File: src/design/rv_core_macros.svh
`ifndef RV_CORE_MACROS_SVH
`define RV_CORE_MACROS_SVH

// data and address width
`define RV_XLEN       64
`define RV_RESET_PC   64'h0

// execute information bus
`define EXU_INFO_W    15

// group codes in bits 2:0
`define EXU_GRP_ALU   3'd1
`define EXU_GRP_BJP   3'd2
`define EXU_EBREAK    3

// alu group operation bits
`define EXU_ALU_ADD   4
`define EXU_ALU_SUB   5
`define EXU_ALU_SLL   6
`define EXU_ALU_SLT   7
`define EXU_ALU_SLTU  8
`define EXU_ALU_XOR   9
`define EXU_ALU_SRL   10
`define EXU_ALU_SRA   11
`define EXU_ALU_OR    12
`define EXU_ALU_AND   13
`define EXU_ALU_LUI   14

// branch/jump group reuses bits 4 to 11
`define EXU_BJP_JAL   4
`define EXU_BJP_JALR  5
`define EXU_BJP_BEQ   6
`define EXU_BJP_BNE   7
`define EXU_BJP_BLT   8
`define EXU_BJP_BGE   9
`define EXU_BJP_BLTU  10
`define EXU_BJP_BGEU  11

`endif
File: src/design/rv_core_pkg.sv
`include "rv_core_macros.svh"

package rv_core_pkg;

  // register or address value
  typedef logic [`RV_XLEN-1:0] xlen_t;

  // raw instruction word
  typedef logic [31:0] inst_t;

  // register file index
  typedef logic [4:0] reg_idx_t;

  // decoded operation with the group code in the low bits
  typedef logic [`EXU_INFO_W-1:0] exu_info_t;

  // fetch sequencer
  typedef enum logic [1:0] {
    IDLE,
    BUS,
    EXEC,
    HALT
  } fetch_state_e;

endpackage

File: src/design/rv_core_top.sv
module rv_core_top import rv_core_pkg::*; (
  input  logic     clk,
  input  logic     rst_i,
  input  logic     ibus_ack_i,
  input  inst_t    ibus_dat_i,
  output logic     ibus_cyc_o,
  output logic     ibus_stb_o,
  output xlen_t    ibus_adr_o,
  output logic     retire_o,
  output xlen_t    retire_pc_o,
  output logic     rd_we_o,
  output reg_idx_t rd_idx_o,
  output xlen_t    rd_data_o,
  output logic     halt_o,
  output logic     illegal_o
);

  inst_t     inst;
  xlen_t     pc;
  logic      exec;
  logic      jump;
  xlen_t     jump_addr;
  logic      ebreak;
  logic      dec_illegal;
  logic      dec_rd_we;
  reg_idx_t  rs1_idx;
  reg_idx_t  rs2_idx;
  xlen_t     rs1_data;
  xlen_t     rs2_data;
  exu_info_t info;
  xlen_t     op1;
  xlen_t     op2;
  xlen_t     op1_jp;
  xlen_t     op2_jp;

  // writes only land in the single exec cycle
  assign rd_we_o     = dec_rd_we & exec;
  assign retire_o    = exec;
  assign retire_pc_o = pc;

  fetch_unit u_fetch (
    .clk         (clk),
    .rst_i       (rst_i),
    .ibus_ack_i  (ibus_ack_i),
    .ibus_dat_i  (ibus_dat_i),
    .jump_i      (jump),
    .jump_addr_i (jump_addr),
    .stop_i      (ebreak),
    .illegal_i   (dec_illegal),
    .ibus_cyc_o  (ibus_cyc_o),
    .ibus_stb_o  (ibus_stb_o),
    .ibus_adr_o  (ibus_adr_o),
    .inst_o      (inst),
    .pc_o        (pc),
    .exec_o      (exec),
    .halt_o      (halt_o),
    .illegal_o   (illegal_o)
  );

  decode_unit u_decode (
    .inst_i     (inst),
    .pc_i       (pc),
    .rs1_data_i (rs1_data),
    .rs2_data_i (rs2_data),
    .rs1_idx_o  (rs1_idx),
    .rs2_idx_o  (rs2_idx),
    .rd_idx_o   (rd_idx_o),
    .rd_we_o    (dec_rd_we),
    .info_o     (info),
    .op1_o      (op1),
    .op2_o      (op2),
    .op1_jp_o   (op1_jp),
    .op2_jp_o   (op2_jp),
    .illegal_o  (dec_illegal)
  );

  reg_file u_regs (
    .clk      (clk),
    .rst_i    (rst_i),
    .we_i     (rd_we_o),
    .waddr_i  (rd_idx_o),
    .wdata_i  (rd_data_o),
    .raddr1_i (rs1_idx),
    .raddr2_i (rs2_idx),
    .rdata1_o (rs1_data),
    .rdata2_o (rs2_data)
  );

  exec_unit u_exec (
    .info_i      (info),
    .op1_i       (op1),
    .op2_i       (op2),
    .op1_jp_i    (op1_jp),
    .op2_jp_i    (op2_jp),
    .alu_res_o   (rd_data_o),
    .jump_o      (jump),
    .jump_addr_o (jump_addr),
    .ebreak_o    (ebreak)
  );

endmodule

File: src/design/exec_unit.sv
`include "rv_core_macros.svh"

module exec_unit import rv_core_pkg::*; (
  input  exu_info_t info_i,
  input  xlen_t     op1_i,
  input  xlen_t     op2_i,
  input  xlen_t     op1_jp_i,
  input  xlen_t     op2_jp_i,
  output xlen_t     alu_res_o,
  output logic      jump_o,
  output xlen_t     jump_addr_o,
  output logic      ebreak_o
);

  logic              alu_req;
  logic              bjp_req;
  logic              op_add;
  logic              op_sub;
  logic              op_slt;
  logic              op_unsigned;
  logic              op_jal;
  logic              op_jalr;
  logic              branch_taken;
  logic              cmp_eq;
  logic              cmp_lt;
  logic [`RV_XLEN:0] adder_a;
  logic [`RV_XLEN:0] adder_b;
  logic [`RV_XLEN:0] adder_sum;
  xlen_t             jp_sum;

  assign alu_req = (info_i[2:0] == `EXU_GRP_ALU);
  assign bjp_req = (info_i[2:0] == `EXU_GRP_BJP);

  assign op_jal  = bjp_req & info_i[`EXU_BJP_JAL];
  assign op_jalr = bjp_req & info_i[`EXU_BJP_JALR];
  assign op_slt  = alu_req & (info_i[`EXU_ALU_SLT] | info_i[`EXU_ALU_SLTU]);

  // jal/jalr reuse the adder for the link value
  assign op_add = (alu_req & info_i[`EXU_ALU_ADD]) | op_jal | op_jalr;

  // every compare is a subtract
  assign op_sub = (alu_req & info_i[`EXU_ALU_SUB]) | op_slt |
                  (bjp_req & (|info_i[`EXU_BJP_BGEU:`EXU_BJP_BEQ]));

  assign op_unsigned = (alu_req & info_i[`EXU_ALU_SLTU]) |
                       (bjp_req & (info_i[`EXU_BJP_BLTU] | info_i[`EXU_BJP_BGEU]));

  // 65 bit adder with a zero extension bit for unsigned compares
  assign adder_a   = {op1_i[`RV_XLEN-1] & ~op_unsigned, op1_i};
  assign adder_b   = {op2_i[`RV_XLEN-1] & ~op_unsigned, op2_i};
  assign adder_sum = adder_a + (op_sub ? ~adder_b : adder_b) + {{`RV_XLEN{1'b0}}, op_sub};

  assign cmp_lt = adder_sum[`RV_XLEN];
  assign cmp_eq = (adder_sum[`RV_XLEN-1:0] == '0);

  // each condition only counts under its own operation
  assign branch_taken = bjp_req & ((info_i[`EXU_BJP_BEQ]  &  cmp_eq) |
                                   (info_i[`EXU_BJP_BNE]  & ~cmp_eq) |
                                   (info_i[`EXU_BJP_BLT]  &  cmp_lt) |
                                   (info_i[`EXU_BJP_BGE]  & ~cmp_lt) |
                                   (info_i[`EXU_BJP_BLTU] &  cmp_lt) |
                                   (info_i[`EXU_BJP_BGEU] & ~cmp_lt));

  assign alu_res_o =
      ({`RV_XLEN{op_add | (alu_req & info_i[`EXU_ALU_SUB])}} & adder_sum[`RV_XLEN-1:0]) |
      ({`RV_XLEN{alu_req & info_i[`EXU_ALU_SLL]}} & (op1_i << op2_i[5:0])) |
      ({`RV_XLEN{op_slt}} & {{(`RV_XLEN-1){1'b0}}, cmp_lt}) |
      ({`RV_XLEN{alu_req & info_i[`EXU_ALU_XOR]}} & (op1_i ^ op2_i)) |
      ({`RV_XLEN{alu_req & info_i[`EXU_ALU_SRL]}} & (op1_i >> op2_i[5:0])) |
      ({`RV_XLEN{alu_req & info_i[`EXU_ALU_SRA]}} & xlen_t'($signed(op1_i) >>> op2_i[5:0])) |
      ({`RV_XLEN{alu_req & info_i[`EXU_ALU_OR]}}  & (op1_i | op2_i)) |
      ({`RV_XLEN{alu_req & info_i[`EXU_ALU_AND]}} & (op1_i & op2_i)) |
      ({`RV_XLEN{alu_req & info_i[`EXU_ALU_LUI]}} & op2_i);

  // jalr drops bit 0 of the jump target
  assign jp_sum      = op1_jp_i + op2_jp_i;
  assign jump_addr_o = {jp_sum[`RV_XLEN-1:1], jp_sum[0] & ~op_jalr};
  assign jump_o      = op_jal | op_jalr | branch_taken;

  assign ebreak_o = info_i[`EXU_EBREAK];

endmodule

File: src/design/reg_file.sv
module reg_file import rv_core_pkg::*; (
  input  logic     clk,
  input  logic     rst_i,
  input  logic     we_i,
  input  reg_idx_t waddr_i,
  input  xlen_t    wdata_i,
  input  reg_idx_t raddr1_i,
  input  reg_idx_t raddr2_i,
  output xlen_t    rdata1_o,
  output xlen_t    rdata2_o
);

  // x0 has no storage
  xlen_t regs [1:31];

  always_ff @(posedge clk) begin
    if (rst_i) begin
      for (int i = 1; i < 32; i++) begin
        regs[i] <= '0;
      end
    end else if (we_i && waddr_i != '0) begin
      regs[waddr_i] <= wdata_i;
    end
  end

  assign rdata1_o = (raddr1_i == '0) ? '0 : regs[raddr1_i];
  assign rdata2_o = (raddr2_i == '0) ? '0 : regs[raddr2_i];

endmodule

File: src/design/decode_unit.sv
`include "rv_core_macros.svh"

module decode_unit import rv_core_pkg::*; (
  input  inst_t     inst_i,
  input  xlen_t     pc_i,
  input  xlen_t     rs1_data_i,
  input  xlen_t     rs2_data_i,
  output reg_idx_t  rs1_idx_o,
  output reg_idx_t  rs2_idx_o,
  output reg_idx_t  rd_idx_o,
  output logic      rd_we_o,
  output exu_info_t info_o,
  output xlen_t     op1_o,
  output xlen_t     op2_o,
  output xlen_t     op1_jp_o,
  output xlen_t     op2_jp_o,
  output logic      illegal_o
);

  localparam logic [6:0] OPC_OP     = 7'b0110011;
  localparam logic [6:0] OPC_OP_IMM = 7'b0010011;
  localparam logic [6:0] OPC_LUI    = 7'b0110111;
  localparam logic [6:0] OPC_JAL    = 7'b1101111;
  localparam logic [6:0] OPC_JALR   = 7'b1100111;
  localparam logic [6:0] OPC_BRANCH = 7'b1100011;
  localparam logic [6:0] OPC_SYSTEM = 7'b1110011;

  logic [6:0] opcode;
  logic [2:0] funct3;
  logic [6:0] funct7;
  logic [5:0] funct6;
  xlen_t      imm_i;
  xlen_t      imm_b;
  xlen_t      imm_j;
  xlen_t      imm_u;

  assign opcode = inst_i[6:0];
  assign funct3 = inst_i[14:12];
  assign funct7 = inst_i[31:25];
  // rv64 shifts use a 6 bit shamt
  assign funct6 = inst_i[31:26];

  assign rs1_idx_o = inst_i[19:15];
  assign rs2_idx_o = inst_i[24:20];
  assign rd_idx_o  = inst_i[11:7];

  assign imm_i = {{(`RV_XLEN-12){inst_i[31]}}, inst_i[31:20]};
  assign imm_b = {{(`RV_XLEN-13){inst_i[31]}}, inst_i[31], inst_i[7],
                  inst_i[30:25], inst_i[11:8], 1'b0};
  assign imm_j = {{(`RV_XLEN-21){inst_i[31]}}, inst_i[31], inst_i[19:12],
                  inst_i[20], inst_i[30:21], 1'b0};
  assign imm_u = {{(`RV_XLEN-32){inst_i[31]}}, inst_i[31:12], 12'b0};

  always_comb begin
    info_o    = '0;
    illegal_o = 1'b0;
    rd_we_o   = 1'b0;
    op1_o     = rs1_data_i;
    op2_o     = rs2_data_i;
    op1_jp_o  = pc_i;
    op2_jp_o  = imm_b;
    case (opcode)
      OPC_OP: begin
        info_o[2:0] = `EXU_GRP_ALU;
        rd_we_o     = 1'b1;
        case ({funct7, funct3})
          {7'b0000000, 3'b000}: info_o[`EXU_ALU_ADD]  = 1'b1;
          {7'b0100000, 3'b000}: info_o[`EXU_ALU_SUB]  = 1'b1;
          {7'b0000000, 3'b001}: info_o[`EXU_ALU_SLL]  = 1'b1;
          {7'b0000000, 3'b010}: info_o[`EXU_ALU_SLT]  = 1'b1;
          {7'b0000000, 3'b011}: info_o[`EXU_ALU_SLTU] = 1'b1;
          {7'b0000000, 3'b100}: info_o[`EXU_ALU_XOR]  = 1'b1;
          {7'b0000000, 3'b101}: info_o[`EXU_ALU_SRL]  = 1'b1;
          {7'b0100000, 3'b101}: info_o[`EXU_ALU_SRA]  = 1'b1;
          {7'b0000000, 3'b110}: info_o[`EXU_ALU_OR]   = 1'b1;
          {7'b0000000, 3'b111}: info_o[`EXU_ALU_AND]  = 1'b1;
          default:              illegal_o             = 1'b1;
        endcase
      end
      OPC_OP_IMM: begin
        info_o[2:0] = `EXU_GRP_ALU;
        rd_we_o     = 1'b1;
        op2_o       = imm_i;
        case (funct3)
          3'b000: info_o[`EXU_ALU_ADD]  = 1'b1;
          3'b010: info_o[`EXU_ALU_SLT]  = 1'b1;
          3'b011: info_o[`EXU_ALU_SLTU] = 1'b1;
          3'b100: info_o[`EXU_ALU_XOR]  = 1'b1;
          3'b110: info_o[`EXU_ALU_OR]   = 1'b1;
          3'b111: info_o[`EXU_ALU_AND]  = 1'b1;
          3'b001:
            if (funct6 == 6'b000000) info_o[`EXU_ALU_SLL] = 1'b1;
            else illegal_o = 1'b1;
          default:
            if (funct6 == 6'b000000) info_o[`EXU_ALU_SRL] = 1'b1;
            else if (funct6 == 6'b010000) info_o[`EXU_ALU_SRA] = 1'b1;
            else illegal_o = 1'b1;
        endcase
      end
      OPC_LUI: begin
        info_o[2:0]          = `EXU_GRP_ALU;
        info_o[`EXU_ALU_LUI] = 1'b1;
        rd_we_o              = 1'b1;
        op2_o                = imm_u;
      end
      OPC_JAL: begin
        // link value pc + 4 comes out of the alu adder
        info_o[2:0]           = `EXU_GRP_BJP;
        info_o[`EXU_BJP_JAL]  = 1'b1;
        rd_we_o               = 1'b1;
        op1_o                 = pc_i;
        op2_o                 = xlen_t'(4);
        op2_jp_o              = imm_j;
      end
      OPC_JALR: begin
        info_o[2:0]           = `EXU_GRP_BJP;
        info_o[`EXU_BJP_JALR] = 1'b1;
        rd_we_o               = 1'b1;
        op1_o                 = pc_i;
        op2_o                 = xlen_t'(4);
        op1_jp_o              = rs1_data_i;
        op2_jp_o              = imm_i;
        illegal_o             = (funct3 != 3'b000);
      end
      OPC_BRANCH: begin
        info_o[2:0] = `EXU_GRP_BJP;
        case (funct3)
          3'b000:  info_o[`EXU_BJP_BEQ]  = 1'b1;
          3'b001:  info_o[`EXU_BJP_BNE]  = 1'b1;
          3'b100:  info_o[`EXU_BJP_BLT]  = 1'b1;
          3'b101:  info_o[`EXU_BJP_BGE]  = 1'b1;
          3'b110:  info_o[`EXU_BJP_BLTU] = 1'b1;
          3'b111:  info_o[`EXU_BJP_BGEU] = 1'b1;
          default: illegal_o             = 1'b1;
        endcase
      end
      OPC_SYSTEM: begin
        // only ebreak is kept from the system space
        if (inst_i == 32'h00100073) info_o[`EXU_EBREAK] = 1'b1;
        else illegal_o = 1'b1;
      end
      default: illegal_o = 1'b1;
    endcase
    // an illegal word must not jump or write
    if (illegal_o) begin
      info_o  = '0;
      rd_we_o = 1'b0;
    end else if (rd_idx_o == '0) begin
      rd_we_o = 1'b0;
    end
  end

endmodule

File: src/design/fetch_unit.sv
`include "rv_core_macros.svh"

module fetch_unit import rv_core_pkg::*; (
  input  logic  clk,
  input  logic  rst_i,
  input  logic  ibus_ack_i,
  input  inst_t ibus_dat_i,
  input  logic  jump_i,
  input  xlen_t jump_addr_i,
  input  logic  stop_i,
  input  logic  illegal_i,
  output logic  ibus_cyc_o,
  output logic  ibus_stb_o,
  output xlen_t ibus_adr_o,
  output inst_t inst_o,
  output xlen_t pc_o,
  output logic  exec_o,
  output logic  halt_o,
  output logic  illegal_o
);

  fetch_state_e state_q;
  xlen_t        pc_q;
  inst_t        inst_q;
  logic         illegal_q;

  always_ff @(posedge clk) begin
    if (rst_i) begin
      state_q   <= IDLE;
      pc_q      <= `RV_RESET_PC;
      illegal_q <= 1'b0;
    end else begin
      case (state_q)
        IDLE: state_q <= BUS;
        BUS: begin
          // wait here as long as the slave withholds ack
          if (ibus_ack_i) begin
            state_q <= EXEC;
          end
        end
        EXEC: begin
          pc_q <= jump_i ? jump_addr_i : pc_q + xlen_t'(4);
          if (stop_i || illegal_i) begin
            state_q <= HALT;
          end else begin
            state_q <= BUS;
          end
          // sticky until reset
          if (illegal_i) begin
            illegal_q <= 1'b1;
          end
        end
        default: state_q <= HALT;
      endcase
    end
  end

  // instruction word taken on the ack edge
  always_ff @(posedge clk) begin
    if (state_q == BUS && ibus_ack_i) begin
      inst_q <= ibus_dat_i;
    end
  end

  assign ibus_cyc_o = (state_q == BUS);
  assign ibus_stb_o = (state_q == BUS);
  assign ibus_adr_o = pc_q;
  assign inst_o     = inst_q;
  assign pc_o       = pc_q;
  assign exec_o     = (state_q == EXEC);
  assign halt_o     = (state_q == HALT);
  assign illegal_o  = illegal_q;

endmodule

File: config.mk
export PLATFORM = sky130hd
export DESIGN_NAME = rv_core_top
export DESIGN_NICKNAME = d
export VERILOG_FILES = /design/src/design/rv_core_pkg.sv /design/src/design/rv_core_top.sv /design/src/design/exec_unit.sv /design/src/design/reg_file.sv /design/src/design/decode_unit.sv /design/src/design/fetch_unit.sv
export VERILOG_INCLUDE_DIRS = /design/src /design/src/design
export SDC_FILE = /design/constraint.sdc
export NUM_CORES = 2
export LEC_CHECK = 0
export BUFFER_PORTS_ARGS = -buffer_cell sky130_fd_sc_hd__buf_2
export CORE_MARGIN = 8
export CORE_UTILIZATION = 27
export CTS_CLUSTER_DIAMETER = 150
export DETAILED_ROUTE_END_ITERATION = 8
export GPL_ROUTABILITY_DRIVEN = 0
export PLACE_DENSITY = 0.53
export SLEW_MARGIN = 20
export SYNTH_ARGS = -nofsm -noshare
export SYNTH_HDL_FRONTEND = slang
export SYNTH_SLANG_ARGS = --single-unit
File: constraint.sdc
create_clock -name clk -period 9.73 [get_ports clk]
set_clock_uncertainty 0.1 [all_clocks]
set_input_delay 1.4595 -clock clk [delete_from_list [all_inputs] [get_ports clk]]
set_output_delay 1.4595 -clock clk [all_outputs]
set_load 0.02 [all_outputs]
==> results.cfg <==
[outcome]
status = complete, but fails checks
violations = setup timing

[clock_tree]
cts_buffer_depth = 4
htree_levels = 4
cts_root_buf = clkbuf_16
clk_pin_slew_worst_paths_ns = 0.06
tritoncts.num_buffers = 237
cts_tree = built
worstSkewPairLatency_ns = 0.98
ctsHoldBuffers = 0
cts_sinks = 2157

[drt]
wl_per_cell_um = 35.1
dr.pass1.iters = 9
ant_nets = 0
totalWireLength_mm = 617
num_vias = 105000
drt_iter0_drc = 18000
viasPerCell = 5.98
remaining_drc_errors = 0

[yosys]
synthTopCellsByArea = edfxtp_1 47%, mux4_2 21%, nor2_1 6.8%, ha_1 2.4%, clkbuf_1 2.3%
synth.distinct_cells = 99
syn_inst = 10900
synth_top_area_share_pct = 47.3
synth_edf_count = 2080
async_flop_share_pct = 0
yosysMostFrequentCell = nor2_1
post-synth-top-area-cell = edfxtp_1
synth-seq-cells = 2157
avgSynthCellArea_um2 = 12.1
seq_area_frac_synth_pct = 48.5
syn_area_um2 = 132000
synth_flop_cell = edfxtp_1
yosys_warnings = 0
yosys-top-cells-count = 2,406 x nor2_1, 2,080 x edfxtp_1, 1,257 x mux4_2

[timing]
slew_headroom_pct = 9.13
hold-worst-slack_ns = 0.394
max_freq_mhz = 101
rsz0062_at_grt = yes
post-route-period-util_pct = 102
worstMarginPinSlew_ns = 1.35
fin_ws_ns = -0.183
fin_crit_ns = 9.91
finalSetupViolCount = 4
hold_viol = 0
slew_violations = 0

[power]
power.density_nw_per_um2 = 181
power_leakage_nw = 52.7
ir_drop_uv = 167

[critical_path]
cp-start-kind = flip-flop
worstPathArrival_ns = 8.35
cp-end-kind = output port
setup.worst_path.class = reg2out
cp.required_ns = 8.17
r2r.worst_path.cells = 24
cp_max_fo = 35

[finish]
fin_nets = 11200
fin_area_um2 = 151000
area_growth_pct = 14.8
layout.cells.non_filler = 17600
drive_above_1_share_pct = 24.8

[floorplanning]
start_util_pct = 27.1
row_count = 256
core_area_um2 = 487000
die_h_um = 715
io_pins = 238
die_w_um = 715
dieArea_um2 = 511000

[run]
cap_violations = 0

[placement]
io_buffers = 237
dp.cells = 17100
placed_cell_area_um2 = 143000
dp_hpwl_mm = 394

[min_path]
whs_path_depth = 2
hp-class = reg2reg

[global_routing]
grt_pass1_vias = 98300
antenna_found_initial = 47
grt_pass1_wl_mm = 831
grtUsageTotal_pct = 23.0
grt_max_degree = 119
grt-ovfl-total = 0
## where the power goes
part           switching, mW  internal, mW
combinational           4.90          2.64
sequential             0.228          10.5
clock                   4.03          5.12
total                   9.15          18.2
## through the flow
step	TNS [ns]	total power, mW	utilization [%]	setup slack [ns]
6_report	-0.287	27.4	31.1	-0.183
5_1_grt	-0.0399	27.9	31.1	-0.0201
4_1_cts	0	27.0	31.0	0.00825
3_5_place_dp	-12.83	17.9	29.4	-0.421
3_3_place_gp	-17.89	17.9	29.4	-0.498
2_1_floorplan	0	15.1	-	0.0506
## worst max-delay path, stage by stage (launching register included)
cell      delay, ns
dfxtp_4        1.12
buf_4          0.53
mux2_2         0.42
o21ai_1        1.03
a31oi_1        0.22
buf_4          0.24
inv_1          0.14
ha_1           0.33
a21oi_1        0.22
o21ai_0        0.27
a21oi_1        0.18
o21ai_0        0.17
nor3_2         0.41
o211ai_1       0.34
o211ai_1       0.28
o221ai_1       0.25
a211oi_4       0.60
inv_1          0.22
buf_2          0.29
## layout by cell type (no fill, tap or decap), types with 32 or more instances in the layout
cell type,synthesis,layout
a221oi_1,57,47
o21a_1,33,33
mux2_2,72,72
o311ai_0,40,40
or3_1,32,32
ha_1,256,256
nor2_1,2406,2396
buf_12,2,83
conb_1,1,64
o31ai_1,59,55
nand2_4,0,61
a21oi_1,432,398
nor3_1,106,98
mux2i_1,298,274
xnor2_1,75,74
clkbuf_16,0,242
nand2_1,718,654
and2_1,43,41
nand4_1,59,59
clkbuf_1,816,47
buf_4,75,476
xor2_1,96,96
o21ai_0,435,430
inv_1,245,239
mux4_2,1257,1257
o211ai_1,48,48
clkinv_1,2,49
a31oi_1,71,67
nand3_1,148,148
dfxtp_1,77,67
clkinv_2,0,53
buf_2,98,237
edfxtp_1,2080,2080
a21o_1,87,87
a211oi_1,70,58
and3_1,36,35
## routing by layer
metal	share of wire, %	global-route usage [%]
met1	37	29.8
met2	42	33.9
met3	14	7.95
met4	6.4	12.1
met5	0.072	0
## registers in the layout, summed over array words and instances (netlist names), named ones only
name                cells
u_fetch.ibus_adr_o     64
u_fetch.inst_o         32
u_fetch.illegal_o       1
u_regs.regs          2048
u_fetch.state_q         2
## path summary, 6_finish.rpt
check	start	to	slack, ns
worst max-delay path	flip-flop	rd_data_o[49]	-0.18
worst min register to register	u_fetch.illegal_o$_SDFFE_PP0P_	u_fetch.illegal_o$_SDFFE_PP0P_	0.39
worst min-delay path	u_fetch.illegal_o$_SDFFE_PP0P_	u_fetch.illegal_o$_SDFFE_PP0P_	0.39
worst max register to register	flip-flop	u_fetch.ibus_adr_o[10]$_SDFFE_PP0P_	-0.05
## logic make-up (layout without fill, tap and decap cells)
family / count (synthesis) / in the layout / synth area share [%]
AOI/OAI and AO/OA: 1584 / 1584 / 7.60
xor gates and xnor gates: 171 / 171 / 1.14
adders and majority gates: 258 / 258 / 2.46
buffers and inverters: 1384 / 1499 / 4.31
DFF: 2157 / 2157 / 48.5
muxes: 1631 / 1631 / 24.4
other: 1 / 91 / 0.00284
and+or+nand+nor: 3721 / 3721 / 11.6
## timing repair
item	in CTS	in global routing
resized for setup	22	47
buffers inserted	4	19
setup endpoints to repair	78	88
gates cloned	1	3
pin swaps	0	3
## cell type report
cell class	count	area [um^2]
fillers	48700	335000
flip-flops and latches	2157	64000
multi-input cells	7429	64000
well taps	6450	8070
repair buffers	813	6780
clock buffers	288	6180
clock inverters	150	1410
inverters	248	938
diodes	27	67.6
No activity file was read; power rests on OpenSTA's default activity.
